<file path="config.mk">
export PLATFORM = sky130hd
export DESIGN_NAME = dino_game_top
export DESIGN_NICKNAME = d
export VERILOG_FILES = /design/src/rtl/dino_pkg.sv /design/src/rtl/dino_game_top.sv /design/src/rtl/dino_physics.sv /design/src/rtl/game_fsm.sv /design/src/rtl/hit_detect.sv /design/src/rtl/lfsr_10.sv /design/src/rtl/obstacle_field.sv
export VERILOG_INCLUDE_DIRS = /design/src /design/src/rtl
export SDC_FILE = /design/constraint.sdc
export NUM_CORES = 1
export LEC_CHECK = 0
export BUFFER_PORTS_ARGS = -buffer_cell sky130_fd_sc_hd__buf_2
export CORE_ASPECT_RATIO = 2
export CORE_MARGIN = 5
export CORE_UTILIZATION = 60
export DETAILED_ROUTE_END_ITERATION = 10
export PLACE_DENSITY = 0.77
export SETUP_SLACK_MARGIN = 0.2
export SLEW_MARGIN = 20
export SYNTH_ARGS = -nofsm -noshare
export SYNTH_HDL_FRONTEND = slang
export SYNTH_SLANG_ARGS = --single-unit
</file>
<file path="constraint.sdc">
create_clock -name pclk -period 4.1 [get_ports pclk]
set_input_delay 0.41 -clock pclk [delete_from_list [all_inputs] [get_ports pclk]]
set_output_delay 0.41 -clock pclk [all_outputs]
set_load 0.01 [all_outputs]
</file>
<file path="src/rtl/dino_consts.svh">
`ifndef DINO_CONSTS_SVH
`define DINO_CONSTS_SVH

// Playfield
`define DINO_GROUND_Y    350
`define DINO_X           160

// Dino boxes
`define DINO_W           34
`define DINO_H           40
`define DINO_DUCK_W      48
`define DINO_DUCK_H      38
`define DINO_DUCK_TRIM   12
`define DINO_STAND_Y     (`DINO_GROUND_Y - `DINO_H)      // 310
`define DINO_DUCK_Y      (`DINO_GROUND_Y - `DINO_DUCK_H) // 312

// Vertical motion
`define DINO_JUMP_VEL    18
`define DINO_GRAVITY     1
`define DINO_FAST_FALL   3

// Obstacle boxes
`define CACTUS_S_W       14
`define CACTUS_S_H       30
`define CACTUS_B_W       20
`define CACTUS_B_H       40
`define PTERO_W          36
`define PTERO_H          34
`define PTERO_FLY_OFFSET 30

// Obstacle motion and spawning
`define OBS_SPEED        4
`define OBS_FIRST_X      630
`define OBS_SPAWN_X      640
`define OBS_MIN_GAP      300
`define OBS_SPAWN_LIMIT  (`OBS_SPAWN_X - `OBS_MIN_GAP)   // 340
`define OBS_RETIRE_X     (-40)
`define OBS_SLOTS        3

// Random source
`define LFSR_SEED        10'h2b5

`endif

</file>
<file path="src/rtl/dino_pkg.sv">
package dino_pkg;

    // Game FSM states
    typedef enum logic [1:0] {
        ST_IDLE  = 2'd0,
        ST_RUN   = 2'd1,
        ST_OVER  = 2'd2,
        ST_PAUSE = 2'd3
    } game_state_t;

    // Obstacle kinds, code 3 never stored
    typedef enum logic [1:0] {
        OBS_CACTUS_S = 2'd0,
        OBS_CACTUS_B = 2'd1,
        OBS_PTERO    = 2'd2
    } obs_kind_t;

    typedef logic [9:0]         ycoord_t; // Screen row, 0 at top
    typedef logic signed [12:0] xcoord_t; // Goes negative off the left edge
    typedef logic signed [9:0]  vel_t;    // Pixels per frame, negative is up

endpackage

</file>
<file path="src/rtl/dino_game_top.sv">
`timescale 1ns/1ps

module dino_game_top (
    input  logic                  pclk,
    input  logic                  rst,
    input  logic                  start_pulse,
    input  logic                  pause_pulse,
    input  logic                  jump,
    input  logic                  duck,
    input  logic                  vsync,
    output dino_pkg::game_state_t game_state,
    output dino_pkg::ycoord_t     dino_y,
    output logic                  jumped,
    output logic                  ducking,
    output logic [2:0]            obs_active
);

    logic                frame_step; // One per vsync in run
    logic                restart;    // Start from the over state
    logic                collision;
    dino_pkg::xcoord_t   obs_x [3];
    dino_pkg::obs_kind_t obs_kind [3];

    game_fsm u_fsm (
        .pclk        (pclk),
        .rst         (rst),
        .start_pulse (start_pulse),
        .pause_pulse (pause_pulse),
        .vsync       (vsync),
        .collision   (collision),
        .state       (game_state),
        .frame_step  (frame_step),
        .restart     (restart)
    );

    dino_physics u_physics (
        .pclk       (pclk),
        .rst        (rst),
        .frame_step (frame_step),
        .restart    (restart),
        .jump       (jump),
        .duck       (duck),
        .dino_y     (dino_y),
        .jumped     (jumped),
        .ducking    (ducking)
    );

    obstacle_field u_obstacles (
        .pclk       (pclk),
        .rst        (rst),
        .frame_step (frame_step),
        .restart    (restart),
        .obs_x      (obs_x),
        .obs_kind   (obs_kind),
        .obs_active (obs_active)
    );

    // Combinational, back into the FSM
    hit_detect u_hit (
        .dino_y     (dino_y),
        .ducking    (ducking),
        .obs_x      (obs_x),
        .obs_kind   (obs_kind),
        .obs_active (obs_active),
        .collision  (collision)
    );

endmodule

</file>
<file path="src/rtl/dino_physics.sv">
`timescale 1ns/1ps

`include "dino_consts.svh"

module dino_physics (
    input  logic              pclk,
    input  logic              rst,
    input  logic              frame_step,
    input  logic              restart,
    input  logic              jump,
    input  logic              duck,
    output dino_pkg::ycoord_t dino_y,
    output logic              jumped,
    output logic              ducking
);

    import dino_pkg::*;

    vel_t dino_vel;
    logic on_ground;

    // Standing or ducking row counts as ground
    assign on_ground = dino_y >= ycoord_t'(`DINO_STAND_Y);

    always_ff @(posedge pclk or posedge rst) begin
        if (rst) begin
            dino_y   <= ycoord_t'(`DINO_STAND_Y);
            dino_vel <= '0;
            jumped   <= 1'b0;
            ducking  <= 1'b0;
        end else if (restart) begin
            dino_y   <= ycoord_t'(`DINO_STAND_Y);
            dino_vel <= '0;
            jumped   <= 1'b0;
            ducking  <= 1'b0;
        end else if (frame_step) begin
            if (on_ground) begin
                if (jump) begin
                    // Take off, first step already applied
                    dino_vel <= -vel_t'(`DINO_JUMP_VEL);
                    dino_y   <= dino_y - ycoord_t'(`DINO_JUMP_VEL);
                    jumped   <= 1'b1;
                    ducking  <= 1'b0;
                end else if (duck) begin
                    dino_vel <= '0;
                    dino_y   <= ycoord_t'(`DINO_DUCK_Y); // Lower sprite row
                    jumped   <= 1'b0;
                    ducking  <= 1'b1;
                end else begin
                    dino_vel <= '0;
                    dino_y   <= ycoord_t'(`DINO_STAND_Y); // Also snaps a landing
                    jumped   <= 1'b0;
                    ducking  <= 1'b0;
                end
            end else begin
                // Airborne, old velocity moves the dino
                dino_y <= dino_y + ycoord_t'(dino_vel);
                if (duck) begin
                    dino_vel <= dino_vel + vel_t'(`DINO_FAST_FALL); // Fast fall
                end else begin
                    dino_vel <= dino_vel + vel_t'(`DINO_GRAVITY);
                end
                jumped  <= 1'b1;
                ducking <= 1'b0; // Duck in the air only speeds the fall
            end
        end
    end

    // Pose flags are exclusive
    a_pose_exclusive : assert property (
        @(posedge pclk) disable iff (rst) !(ducking && jumped)
    );

endmodule

</file>
<file path="src/rtl/game_fsm.sv">
`timescale 1ns/1ps

module game_fsm (
    input  logic                  pclk,
    input  logic                  rst,
    input  logic                  start_pulse,
    input  logic                  pause_pulse,
    input  logic                  vsync,
    input  logic                  collision,
    output dino_pkg::game_state_t state,
    output logic                  frame_step,
    output logic                  restart
);

    import dino_pkg::*;

    logic        vsync_q;    // Last vsync sample
    logic        vsync_rise;
    game_state_t state_next;

    assign vsync_rise = vsync && !vsync_q;

    // Strobes only in the states that use them
    assign frame_step = vsync_rise && (state == ST_RUN);
    assign restart    = start_pulse && (state == ST_OVER);

    always_comb begin
        state_next = state;
        case (state)
            ST_IDLE: begin
                if (start_pulse) state_next = ST_RUN;
            end
            ST_RUN: begin
                // Hit wins over a pause request
                if (collision) begin
                    state_next = ST_OVER;
                end else if (pause_pulse) begin
                    state_next = ST_PAUSE;
                end
            end
            ST_PAUSE: begin
                if (pause_pulse) state_next = ST_RUN;
            end
            ST_OVER: begin
                if (start_pulse) state_next = ST_IDLE; // Same edge as restart
            end
            default: state_next = ST_IDLE;
        endcase
    end

    always_ff @(posedge pclk or posedge rst) begin
        if (rst) begin
            state   <= ST_IDLE;
            vsync_q <= 1'b0;
        end else begin
            state   <= state_next;
            vsync_q <= vsync; // Sampled every clock, not only in run
        end
    end

    // Physics and obstacles never see a move and a clear at once
    a_no_step_on_restart : assert property (
        @(posedge pclk) disable iff (rst) !(restart && frame_step)
    );

    // A run always starts before it can end
    a_no_idle_to_over : assert property (
        @(posedge pclk) disable iff (rst) (state == ST_IDLE) |=> (state != ST_OVER)
    );

endmodule

</file>
<file path="src/rtl/hit_detect.sv">
`timescale 1ns/1ps

`include "dino_consts.svh"

module hit_detect (
    input  dino_pkg::ycoord_t     dino_y,
    input  logic                  ducking,
    input  dino_pkg::xcoord_t     obs_x [`OBS_SLOTS],
    input  dino_pkg::obs_kind_t   obs_kind [`OBS_SLOTS],
    input  logic [`OBS_SLOTS-1:0] obs_active,
    output logic                  collision
);

    import dino_pkg::*;

    logic signed [13:0] dino_right;  // One past the right column
    logic signed [13:0] obs_left;
    logic signed [13:0] obs_right;
    ycoord_t            col_top;     // Collision box top row
    ycoord_t            col_bot;     // One past the bottom row
    logic               x_hit;
    logic               y_hit;

    // Ducking box is wider, its top trimmed down
    always_comb begin
        if (ducking) begin
            dino_right = 14'sd`DINO_X + 14'sd`DINO_DUCK_W;
            col_top    = dino_y + ycoord_t'(`DINO_DUCK_TRIM);
            col_bot    = dino_y + ycoord_t'(`DINO_DUCK_H);
        end else begin
            dino_right = 14'sd`DINO_X + 14'sd`DINO_W;
            col_top    = dino_y;
            col_bot    = dino_y + ycoord_t'(`DINO_H);
        end
    end

    always_comb begin
        collision = 1'b0;
        obs_left  = '0;
        obs_right = '0;
        x_hit     = 1'b0;
        y_hit     = 1'b0;
        for (int i = 0; i < `OBS_SLOTS; i++) begin
            obs_left = 14'(obs_x[i]); // Sign extended
            case (obs_kind[i])
                OBS_CACTUS_S: begin
                    obs_right = obs_left + 14'sd`CACTUS_S_W;
                    y_hit     = col_bot > ycoord_t'(`DINO_GROUND_Y - `CACTUS_S_H);
                end
                OBS_CACTUS_B: begin
                    obs_right = obs_left + 14'sd`CACTUS_B_W;
                    y_hit     = col_bot > ycoord_t'(`DINO_GROUND_Y - `CACTUS_B_H);
                end
                default: begin
                    // Flying box, can be passed underneath
                    obs_right = obs_left + 14'sd`PTERO_W;
                    y_hit     = (col_bot > ycoord_t'(`DINO_GROUND_Y - `PTERO_H
                                                     - `PTERO_FLY_OFFSET))
                             && (col_top < ycoord_t'(`DINO_GROUND_Y - `PTERO_FLY_OFFSET));
                end
            endcase
            x_hit = (dino_right > obs_left) && (14'sd`DINO_X < obs_right);
            if (obs_active[i] && x_hit && y_hit) begin
                collision = 1'b1;
            end
        end
    end

endmodule

</file>
<file path="src/rtl/lfsr_10.sv">
`timescale 1ns/1ps

`include "dino_consts.svh"

module lfsr_10 (
    input  logic       pclk,
    input  logic       rst,
    output logic [9:0] random_out
);

    logic [9:0] lfsr_q;
    logic       feedback;

    // x^10 + x^7 + 1, maximal length
    assign feedback = lfsr_q[9] ^ lfsr_q[6];

    always_ff @(posedge pclk or posedge rst) begin
        if (rst) begin
            lfsr_q <= `LFSR_SEED;
        end else begin
            lfsr_q <= {lfsr_q[8:0], feedback}; // Shift every clock
        end
    end

    assign random_out = lfsr_q;

    // All-zero state would lock up the sequence
    a_lfsr_nonzero : assert property (
        @(posedge pclk) disable iff (rst) lfsr_q != 10'd0
    );

endmodule

</file>
<file path="src/rtl/obstacle_field.sv">
`timescale 1ns/1ps

`include "dino_consts.svh"

module obstacle_field (
    input  logic                  pclk,
    input  logic                  rst,
    input  logic                  frame_step,
    input  logic                  restart,
    output dino_pkg::xcoord_t     obs_x [`OBS_SLOTS],
    output dino_pkg::obs_kind_t   obs_kind [`OBS_SLOTS],
    output logic [`OBS_SLOTS-1:0] obs_active
);

    import dino_pkg::*;

    logic [9:0] random_val;
    logic [1:0] last_idx;  // Most recently spawned slot
    logic [1:0] next_idx;  // Round-robin successor
    xcoord_t    x_moved [`OBS_SLOTS];
    obs_kind_t  new_kind;
    logic       spawn;

    lfsr_10 u_lfsr (
        .pclk       (pclk),
        .rst        (rst),
        .random_out (random_val)
    );

    assign next_idx = (last_idx == 2'(`OBS_SLOTS - 1)) ? 2'd0 : last_idx + 2'd1;

    // Positions after this frame's shift
    always_comb begin
        for (int i = 0; i < `OBS_SLOTS; i++) begin
            x_moved[i] = obs_x[i] - xcoord_t'(`OBS_SPEED);
        end
    end

    // Top LFSR bits pick the kind, 2 and 3 both fly
    assign new_kind = random_val[9] ? OBS_PTERO : obs_kind_t'({1'b0, random_val[8]});

    // Gap measured behind the last entry, successor must be free
    assign spawn = (x_moved[last_idx] < `OBS_SPAWN_LIMIT) && !obs_active[next_idx];

    always_ff @(posedge pclk or posedge rst) begin
        if (rst) begin
            for (int i = 0; i < `OBS_SLOTS; i++) begin
                obs_x[i]    <= xcoord_t'(`OBS_FIRST_X);
                obs_kind[i] <= OBS_CACTUS_S;
            end
            obs_active <= `OBS_SLOTS'(1); // Slot 0 waits on screen
            last_idx   <= 2'd0;
        end else if (restart) begin
            for (int i = 0; i < `OBS_SLOTS; i++) begin
                obs_x[i]    <= xcoord_t'(`OBS_FIRST_X);
                obs_kind[i] <= OBS_CACTUS_S;
            end
            obs_active <= `OBS_SLOTS'(1);
            last_idx   <= 2'd0;
        end else if (frame_step) begin
            for (int i = 0; i < `OBS_SLOTS; i++) begin
                obs_x[i] <= x_moved[i]; // Free slots drift too
                if (obs_active[i] && (x_moved[i] < `OBS_RETIRE_X)) begin
                    obs_active[i] <= 1'b0; // Gone off the left edge
                end
            end
            if (spawn) begin
                // Overrides the shift for the entering slot
                obs_x[next_idx]      <= xcoord_t'(`OBS_SPAWN_X);
                obs_kind[next_idx]   <= new_kind;
                obs_active[next_idx] <= 1'b1;
                last_idx             <= next_idx;
            end
        end
    end

    // Slots appear only on a frame or on a restart
    a_activate_on_step : assert property (
        @(posedge pclk) disable iff (rst)
        (|(obs_active & ~$past(obs_active))) |-> $past(frame_step || restart)
    );

endmodule

</file>
==> results of run 1 <==
==> final timing paths <==
kind                       slack (ps)                                          to                                        from  depth (start not counted)
min reg2reg                       360  u_obstacles.u_lfsr.random_out[5]$_DFF_PP1_  u_obstacles.u_lfsr.random_out[4]$_DFF_PP1_                          0
max                               300                  u_fsm.state[1]$_DFFE_PP0P_            u_obstacles.obs_x[2]$_DFFE_PP1P_                         11
min in group pclk                 210                     u_fsm.vsync_q$_DFF_PP0_                                       vsync                          1
min                               170             u_physics.dino_y[7]$_DFFE_PP0P_                                         rst                          2
max reg2reg                       300                  u_fsm.state[1]$_DFFE_PP0P_            u_obstacles.obs_x[2]$_DFFE_PP1P_                         11
max in group asynchronous        2880  u_obstacles.u_lfsr.random_out[0]$_DFF_PP1_                                         rst                          3
==> flip-flops by register name, summed over array words and instances (netlist names), 2 cells and up <==
signal	flops
u_physics.dino_vel	10
u_physics.dino_y	10
u_obstacles.obs_x	39
u_obstacles.obs_active	3
u_obstacles.u_lfsr.random_out	10
u_obstacles.last_idx	2
u_fsm.state	2
u_obstacles.obs_kind	6
==> worst max-delay path, delay by kind of cell (launching register included) <==
family,cells,cell delay [ps]
buffers and inverters,1,80
flip-flops,1,530
adder cells (fa/ha/maj),1,230
AO/OA/AOI/OAI,7,2200
AND/OR/NAND/NOR,2,650
==> cell families after synthesis <==
group           synth area share, %
xor+xnor                       4.98
mux                            1.69
simple gates                   23.0
fa+ha+maj                      6.81
flops                          29.3
compound gates                 28.0
buf+inv                        6.23
==> synthesized netlist by cell type, types with 5 or more instances <==
library cell,instances,area (µm²)
a211oi_1,7,52.6
a21o_1,13,97.6
a21oi_1,66,330
a22o_1,5,43.8
a22oi_1,6,45.0
a31oi_1,24,150
and2_1,6,37.5
and3_1,9,56.3
buf_2,8,40.0
clkbuf_1,58,218
dfrtp_1,55,1380
dfstp_2,30,788
ha_1,37,463
inv_1,48,180
mux2i_1,8,80.1
nand2_1,90,338
nand2b_1,12,75.1
nand3_1,27,135
nand3b_1,9,67.6
nand4_1,10,62.6
nor2_1,68,255
nor2b_1,13,81.3
nor3_1,29,145
nor3b_1,5,37.5
nor4_1,12,75.1
nor4b_1,5,43.8
o211a_1,5,50.1
o211ai_1,12,90.1
o21ai_0,82,410
o21bai_1,5,37.5
o22ai_1,8,50.1
o31a_1,5,43.8
o31ai_1,7,52.6
o32ai_1,5,43.8
or2_2,7,43.8
or3_1,9,56.3
xnor2_1,32,280
xor2_1,10,87.6
==> power by group <==
group          total [W]  switching [W]  internal (W)  leakage, nW
combinational    0.00316        0.00186       0.00129         2.19
clock           0.000794       0.000363      0.000432        0.143
sequential       0.00163       0.000515       0.00111         1.05
total            0.00558        0.00274       0.00284         3.39
==> routing by layer <==
metal | vias up | share of wire, % | wire (µm)
li1 | 3421 | - | -
met1 | 3577 | 35 | 7740
met2 | 339 | 53 | 11800
met3 | 108 | 4.6 | 1030
met4 | 0 | 7.1 | 1580
met5 | - | 0 | 0
==> through the flow <==
step	power, W	hold slack (ps)	utilization [%]
6_report	0.00558	171	64.9
5_1_grt	0.00601	203	64.9
4_1_cts	0.00551	199	64.7
3_5_place_dp	0.00471	346	62.4
3_3_place_gp	0.00456	345	62.4
2_1_floorplan	0.00384	333	-
==> layout make-up <==
| class | instances | area [µm²] | area share [%] |
|---|---|---|---|
| Multi-Input combinational cell | 737 | 4780 | 60.8 |
| Tap cell | 147 | 184 | 2.34 |
| Inverter | 48 | 181 | 2.31 |
| Sequential cell | 85 | 2160 | 27.5 |
| Timing Repair Buffer | 43 | 265 | 3.37 |
| Clock buffer | 10 | 239 | 3.04 |
| Clock inverter | 6 | 45.0 | 0.573 |
==> flow_summary.yaml, run 1 <==
global_routing:
  grt_pass1_wl_um: 36500
  gr-max-usage-layer: "met2"
  grt_pass1_vias: 7401
  antenna_found_initial: 0
  overflow: 0
  grt_max_degree: 45
  met2_usage_pct: 55.3
  grtUsageMet1_pct: 33.5
  grtUsageMet3_pct: 4.40
  grt_usage_pct: 31.2
clock_network:
  cts_resized: 0
  cts_buffers: 9
  cts_tree: "done"
  clockRootBuffer: "clkbuf_16"
  clk_latency_ps: 350
  post_cts.repair.setup_buffers: 0
  clk_pin_slew_ps: 70
  clock_sinks: 85
  clockBufferDepth: 2
  cts-htree-levels: 3
  hold_buffers: 0
job:
  maxCapViolations: 0
critical_path:
  critical_path_required_ps: 4320
  path_cells: "inv_1, ha_1, a21boi_0, o32ai_1, nor2_1, or4_1, a311oi_1, a221oi_1, o21ai_0, o311ai_1, o31a_1"
  start_kind: "flip-flop"
  worstPathMaxFanout: 5
  critPathKind: "flip-flop to flip-flop"
  cpPeakStageDelay_ps: 630
  crit_slowest_cell: "o32ai_1"
  crit_path_end_kind: "flip-flop"
  worstPathArrival_ps: 4020
synthesis:
  synth_fp_nets: 985
  synth_area_um2: 7390
  avgSynthCellArea_um2: 7.87
  synth_seq_cells: 85
  synth_top_flop_cell: "dfrtp_1"
  yosys_warnings: 0
  synthArstFlopShare_pct: 100
  synth_edf_count: 0
  ys_seq_area_share_pct: 29.3
  synth_cells: 939
  synth_cell_type_count: 85
timing:
  finalCritPeriodShare_pct: 92.6
  setup_slack_ps: 302
  finalSetupViolations: 0
  rsz0062_at_grt: "no"
  fin_setup_tns_ps: 0
  finalHoldViolations: 0
  worst_pin_slew_ps: 796
  maxSlewHeadroom_pct: 46.9
  slew_violations: 0
  period_minus_slack_ps: 3800
  clock.fmax_mhz: 263
  finalClockSkew_ps: 10.4
outcome:
  outcome: "finished clean"
routing:
  dr.pass1.iters: 5
  wirelength_um: 22200
  vias: 7445
  drt_iter0_drc: 492
  ant_nets: 0
  via_per_inst: 6.92
  wire_per_inst_um: 20.6
  drc: 0
placement:
  place.gp.congestion: 0.956
  hpwl_um: 16500
  io_buffers: 23
  dp.cells: 1060
  pre_cts_ws_ps: 346
  placed_area_um2: 7560
floorplanning:
  coreArea_um2: 12100
  chipWidth_um: 88.5
  num_rows: 57
  ios: 24
  start_util_pct: 60.9
  dieArea_um2: 14800
  die_h_um: 167
final_layout:
  final_design_area_no_fill_um2: 7860
  layout-drive-gt1-share_pct: 13.6
  antenna_cells: 0
  nets: 970
  final_common_cell: "nand2_1"
  fin_cells: 1076
  fillers: 1071
  area_growth_pct: 6.47
  layout_common_cells: "nand2_1, o21ai_0, nor2_1"
pwr:
  peakVddDrop_v: 0.000444
  leakagePower_nw: 3.39
  powerDensity_nw_per_um2: 709
worst_hold_path:
  hold_class: "input port to asynchronous set/reset pin"
Power figures use the tool's default switching activity.
==> run 2: changes to the inputs <==
Settings changed: CELL_PAD_IN_SITES_DETAIL_PLACEMENT set to 1, CELL_PAD_IN_SITES_GLOBAL_PLACEMENT set to 2, CORE_UTILIZATION 60 to 39, PLACE_DENSITY 0.77 to unset, PLACE_DENSITY_LB_ADDON set to 0.1.
==> run 2 against run 1 <==
Against the previous run: critical path type unchanged; global-route usage decreased by 6.6 points; non-clock buffer count decreased by 2; clock power increased by 2.5%; first-iteration DRC count decreased by 41%.
==> flow_summary.yaml, run 2 (same netlist as run 1, synthesis figures left out) <==
clock_network:
  post_cts.repair.setup_buffers: 0
  clk_latency_ps: 360
  clk_pin_slew_ps: 70
  cts_resized: 0
  cts_tree: "done"
  cts-htree-levels: 3
  clockBufferDepth: 2
  clock_sinks: 85
  clockRootBuffer: "clkbuf_16"
  hold_buffers: 0
  cts_buffers: 9
final_layout:
  final_common_cell: "nand2_1"
  layout_common_cells: "nand2_1, o21ai_0, nor2_1"
  final_design_area_no_fill_um2: 7990
  nets: 968
  largest_register_ffs: 39
  fillers: 2271
  area_growth_pct: 8.18
  antenna_cells: 0
  top_register: "u_obstacles.obs_x"
  fin_cells: 1182
  layout-drive-gt1-share_pct: 13.6
global_routing:
  grt_usage_pct: 24.6
  grt_pass1_vias: 7997
  overflow: 0
  grt_max_degree: 48
  antenna_found_initial: 0
  grt_pass1_wl_um: 42000
timing:
  hold-worst-slack_ps: 194
  fin_setup_tns_ps: 0
  finalSetupViolations: 0
  finalClockSkew_ps: 7.54
  finalCritPeriodShare_pct: 89.3
  slew_violations: 0
  maxSlewHeadroom_pct: 22.3
  finalHoldViolations: 0
  clock.fmax_mhz: 273
  worst_pin_slew_ps: 1160
  period_minus_slack_ps: 3660
  rsz0062_at_grt: "no"
floorplanning:
  die_h_um: 205
  start_util_pct: 39.4
  coreArea_um2: 18700
  dieArea_um2: 22000
  num_rows: 71
  chipWidth_um: 107
  ios: 24
routing:
  top_layer: "met4"
  drc: 0
  drt_iter0_drc: 288
  dr.pass1.iters: 4
  ant_nets: 0
  wl_met3_um: 732
  via_per_inst: 6.13
  wl_met2_um: 14500
  met1Wirelength_um: 9320
  vias: 7249
  wirelength_um: 26100
  wire_per_inst_um: 22.1
placement:
  io_buffers: 23
  placed_area_um2: 7680
  dp.cells: 1166
  hpwl_um: 20000
  place.gp.congestion: 0.925
worst_hold_path:
  hold_class: "input port to flip-flop"
  hold_depth: 1
outcome:
  outcome: "finished clean"
critical_path:
  critical_path_required_ps: 4380
  reg2reg_depth: 11
  worstPathArrival_ps: 3940
  worstPathMaxFanout: 11
  start_kind: "flip-flop"
  crit_path_end_kind: "flip-flop"
  critPathKind: "flip-flop to flip-flop"
pwr:
  powerDensity_nw_per_um2: 709
  leakagePower_nw: 3.38
  p_total_w: 0.00566
  peakVddDrop_v: 0.000415
job:
  maxCapViolations: 0
## run 2: path summary, 6_finish.rpt
kind	start	to	slack, ps
worst max-delay path	u_obstacles.obs_x[16]$_DFFE_PP0P_	u_obstacles.obs_kind[1]$_DFFE_PP0P_	440
worst min-delay path	vsync	u_fsm.vsync_q$_DFF_PP0_	190
worst max register to register	u_obstacles.obs_x[16]$_DFFE_PP0P_	u_obstacles.obs_kind[1]$_DFFE_PP0P_	440
worst min register to register	u_obstacles.u_lfsr.random_out[4]$_DFF_PP1_	u_obstacles.u_lfsr.random_out[5]$_DFF_PP1_	360
max in group asynchronous	rst	u_obstacles.obs_x[6]$_DFFE_PP1P_	3000
min in group asynchronous	rst	u_obstacles.u_lfsr.random_out[6]$_DFF_PP0_	220
## run 2: layout make-up
type | instances | area, µm² | share of cell area (%)
Inverter | 48 | 181 | 2.27
Sequential cell | 85 | 2160 | 27.1
Clock inverter | 6 | 43.8 | 0.548
Clock buffer | 10 | 239 | 2.99
Multi-Input combinational cell | 737 | 4790 | 60.0
Timing Repair Buffer | 41 | 250 | 3.13
Tap cell | 255 | 319 | 3.99
## run 2: metrics by stage
step                util (%)  worst slack, ps
floorplan                  -              727
global placement        41.0              433
detailed placement      41.0              307
CTS                     42.5              302
global route            42.6              234
finish                  42.6              439
## run 2: routing by layer
metal / vias to the layer above / GRT usage (%)
li1: 3418 / -
met1: 3610 / 24.4
met2: 138 / 46.8
met3: 83 / 3.34
met4: 0 / 15.5
met5: - / 0
## run 2: critical path, stage by stage, from the launching register on
cell,delay [ps]
dfrtp_1,480
inv_1,150
ha_2,310
or3b_2,540
or4_1,530
xor2_1,210
nand2_1,80
a32o_2,310
o311ai_2,380
nor2_2,110
nand3b_2,270
mux2i_1,220
## run 2: power by group
part / internal [W] / leakage (nW) / switching [W]
Clock: 0.000432 / 0.140 / 0.000382
Sequential: 0.00112 / 1.05 / 0.000597
Combinational: 0.00127 / 2.18 / 0.00187
==> run 3: changes to the inputs <==
==> constraint.sdc (replaced) <==
create_clock -name pclk -period 4.1 [get_ports pclk]
set_input_delay 0.82 -clock pclk [delete_from_list [all_inputs] [get_ports pclk]]
set_output_delay 0.82 -clock pclk [all_outputs]
set_load 0.01 [all_outputs]
==> run 3 against run 2 <==
Against the previous run: register-to-register slack got worse by 20 ps; die area unchanged; via count increased by 0.33%; clock-buffer cell count increased by 2; utilization about the same; combinational power about the same; critical endpoint is now u_obstacles.obs_x[33]$_DFFE_PP0P_; global-route usage increased by 0.33 points.
==> flow_summary.yaml, run 3 (same netlist as run 1, synthesis figures left out) <==
critical_path:
  critPathKind: "flip-flop to flip-flop"
  crit_path_end_kind: "flip-flop"
  start_kind: "flip-flop"
  critical_path_required_ps: 4340
  worstPathArrival_ps: 3920
  worstPathMaxFanout: 10
final_layout:
  final_design_area_no_fill_um2: 8000
  post-route-util_pct: 42.7
  nets: 968
  layout-drive-gt1-share_pct: 13.3
  layout_common_cells: "nand2_1, o21ai_0, nor2_1"
  area_growth_pct: 8.27
  antenna_cells: 0
  final_common_cell: "nand2_1"
  largest_register_ffs: 39
  top_register: "u_obstacles.obs_x"
  fillers: 2310
timing:
  setup_slack_ps: 423
  slew_violations: 0
  finalCritPeriodShare_pct: 89.7
  finalSetupViolations: 0
  period_minus_slack_ps: 3680
  worst_pin_slew_ps: 921
  finalClockSkew_ps: 15.7
  rsz0062_at_grt: "no"
  finalHoldViolations: 0
  clock.fmax_mhz: 272
  maxSlewHeadroom_pct: 38.6
  fin_setup_tns_ps: 0
clock_network:
  post_cts.repair.setup_buffers: 0
  cts_resized: 0
  cts-htree-levels: 3
  clock_sinks: 85
  clockRootBuffer: "clkbuf_16"
  clockBufferDepth: 2
  clk_pin_slew_ps: 80
  cts_buffers: 9
  hold_buffers: 0
  cts_tree: "done"
  clk_latency_ps: 360
floorplanning:
  num_rows: 71
  coreArea_um2: 18700
  start_util_pct: 39.4
  chipWidth_um: 107
  die_h_um: 205
  dieArea_um2: 22000
  ios: 24
pwr:
  p_switching_w: 0.00285
  powerDensity_nw_per_um2: 711
  p_sw_share_pct: 50.2
  cell_internal_pwr_w: 0.00283
  p_clk_share_pct: 14.1
  power_frac_comb_pct: 55.7
  seqPwrFrac_pct: 30.2
  peakVddDrop_v: 0.000295
  leakagePower_nw: 3.38
global_routing:
  grt_pass1_wl_um: 42900
  grt_usage_pct: 24.9
  overflow: 0
  grt_pass1_vias: 7942
  grt_max_degree: 50
  antenna_found_initial: 0
routing:
  via_per_inst: 6.15
  drc: 0
  dr.pass1.iters: 4
  vias: 7273
  wirelength_um: 26500
  ant_nets: 0
  drt_iter0_drc: 316
  wire_per_inst_um: 22.4
placement:
  placed_area_um2: 7700
  hpwl_um: 20200
  place.gp.congestion: 0.910
  pre_cts_ws_ps: 330
  io_buffers: 23
outcome:
  outcome: "finished clean"
job:
  maxCapViolations: 0
worst_hold_path:
  hold_class: "flip-flop to flip-flop"
## run 3: worst max-delay path, cell delays in order (launching register included)
cell,delay (ps)
dfrtp_1,490
inv_1,150
ha_1,330
or4b_4,530
or4_4,440
xor2_1,280
a21oi_1,110
a32o_2,300
o311ai_2,380
nor2_2,100
and2_4,200
a221o_1,260
## run 3: power groups by stage
stage / clock, W / combinational (W) / sequential [W]
final: 0.000800 / 0.00317 / 0.00172
after global routing: 0.000860 / 0.00354 / 0.00178
after CTS: 0.000823 / 0.00317 / 0.00171
after detailed placement: 0 / 0.00316 / 0.00173
after global placement: 0 / 0.00303 / 0.00170
after floorplan: 0 / 0.00253 / 0.00131
## run 3: routing by layer
metal | routed length [µm] | global-route usage (%) | vias to the layer above
met3 | 598 | 2.43 | 67
met1 | 9430 | 25.0 | 3689
met2 | 15100 | 49.2 | 116
li1 | - | - | 3401
met4 | 1320 | 12.9 | 0
met5 | 0 | 0 | -
## run 3: area by class of cell
cell class,instances,area [µm²],share of cell area (%)
Clock inverter,4,30.0,0.376
Sequential cell,85,2160,27.1
Timing Repair Buffer,41,263,3.29
Tap cell,255,319,3.99
Clock buffer,12,246,3.08
Inverter,48,181,2.27
Multi-Input combinational cell,737,4790,59.9
## run 3: stage by stage
| stage | std cells | power [W] | hold slack [ps] |
|---|---|---|---|
| after floorplan | 939 | 0.00384 | 333 |
| after global placement | 1166 | 0.00473 | 345 |
| after detailed placement | 1166 | 0.00488 | 339 |
| after CTS | 1182 | 0.00571 | 361 |
| after global routing | 1182 | 0.00617 | 364 |
| final | 1182 | 0.00569 | 354 |
## run 3: worst paths after layout
| path | cells after the start | to | from | slack [ps] |
|---|---|---|---|---|
| hold reg to reg | 0 | u_obstacles.u_lfsr.random_out[2]$_DFF_PP1_ | u_obstacles.u_lfsr.random_out[1]$_DFF_PP0_ | 350 |
| min in group asynchronous | 2 | u_obstacles.u_lfsr.random_out[1]$_DFF_PP0_ | rst | 630 |
| max in group asynchronous | 3 | u_obstacles.obs_x[2]$_DFFE_PP1P_ | rst | 2670 |
| setup reg to reg | 11 | u_obstacles.obs_x[33]$_DFFE_PP0P_ | u_obstacles.obs_x[29]$_DFFE_PP0P_ | 420 |
| hold / removal | 0 | u_obstacles.u_lfsr.random_out[2]$_DFF_PP1_ | u_obstacles.u_lfsr.random_out[1]$_DFF_PP0_ | 350 |
| setup / recovery | 11 | u_obstacles.obs_x[33]$_DFFE_PP0P_ | u_obstacles.obs_x[29]$_DFFE_PP0P_ | 420 |
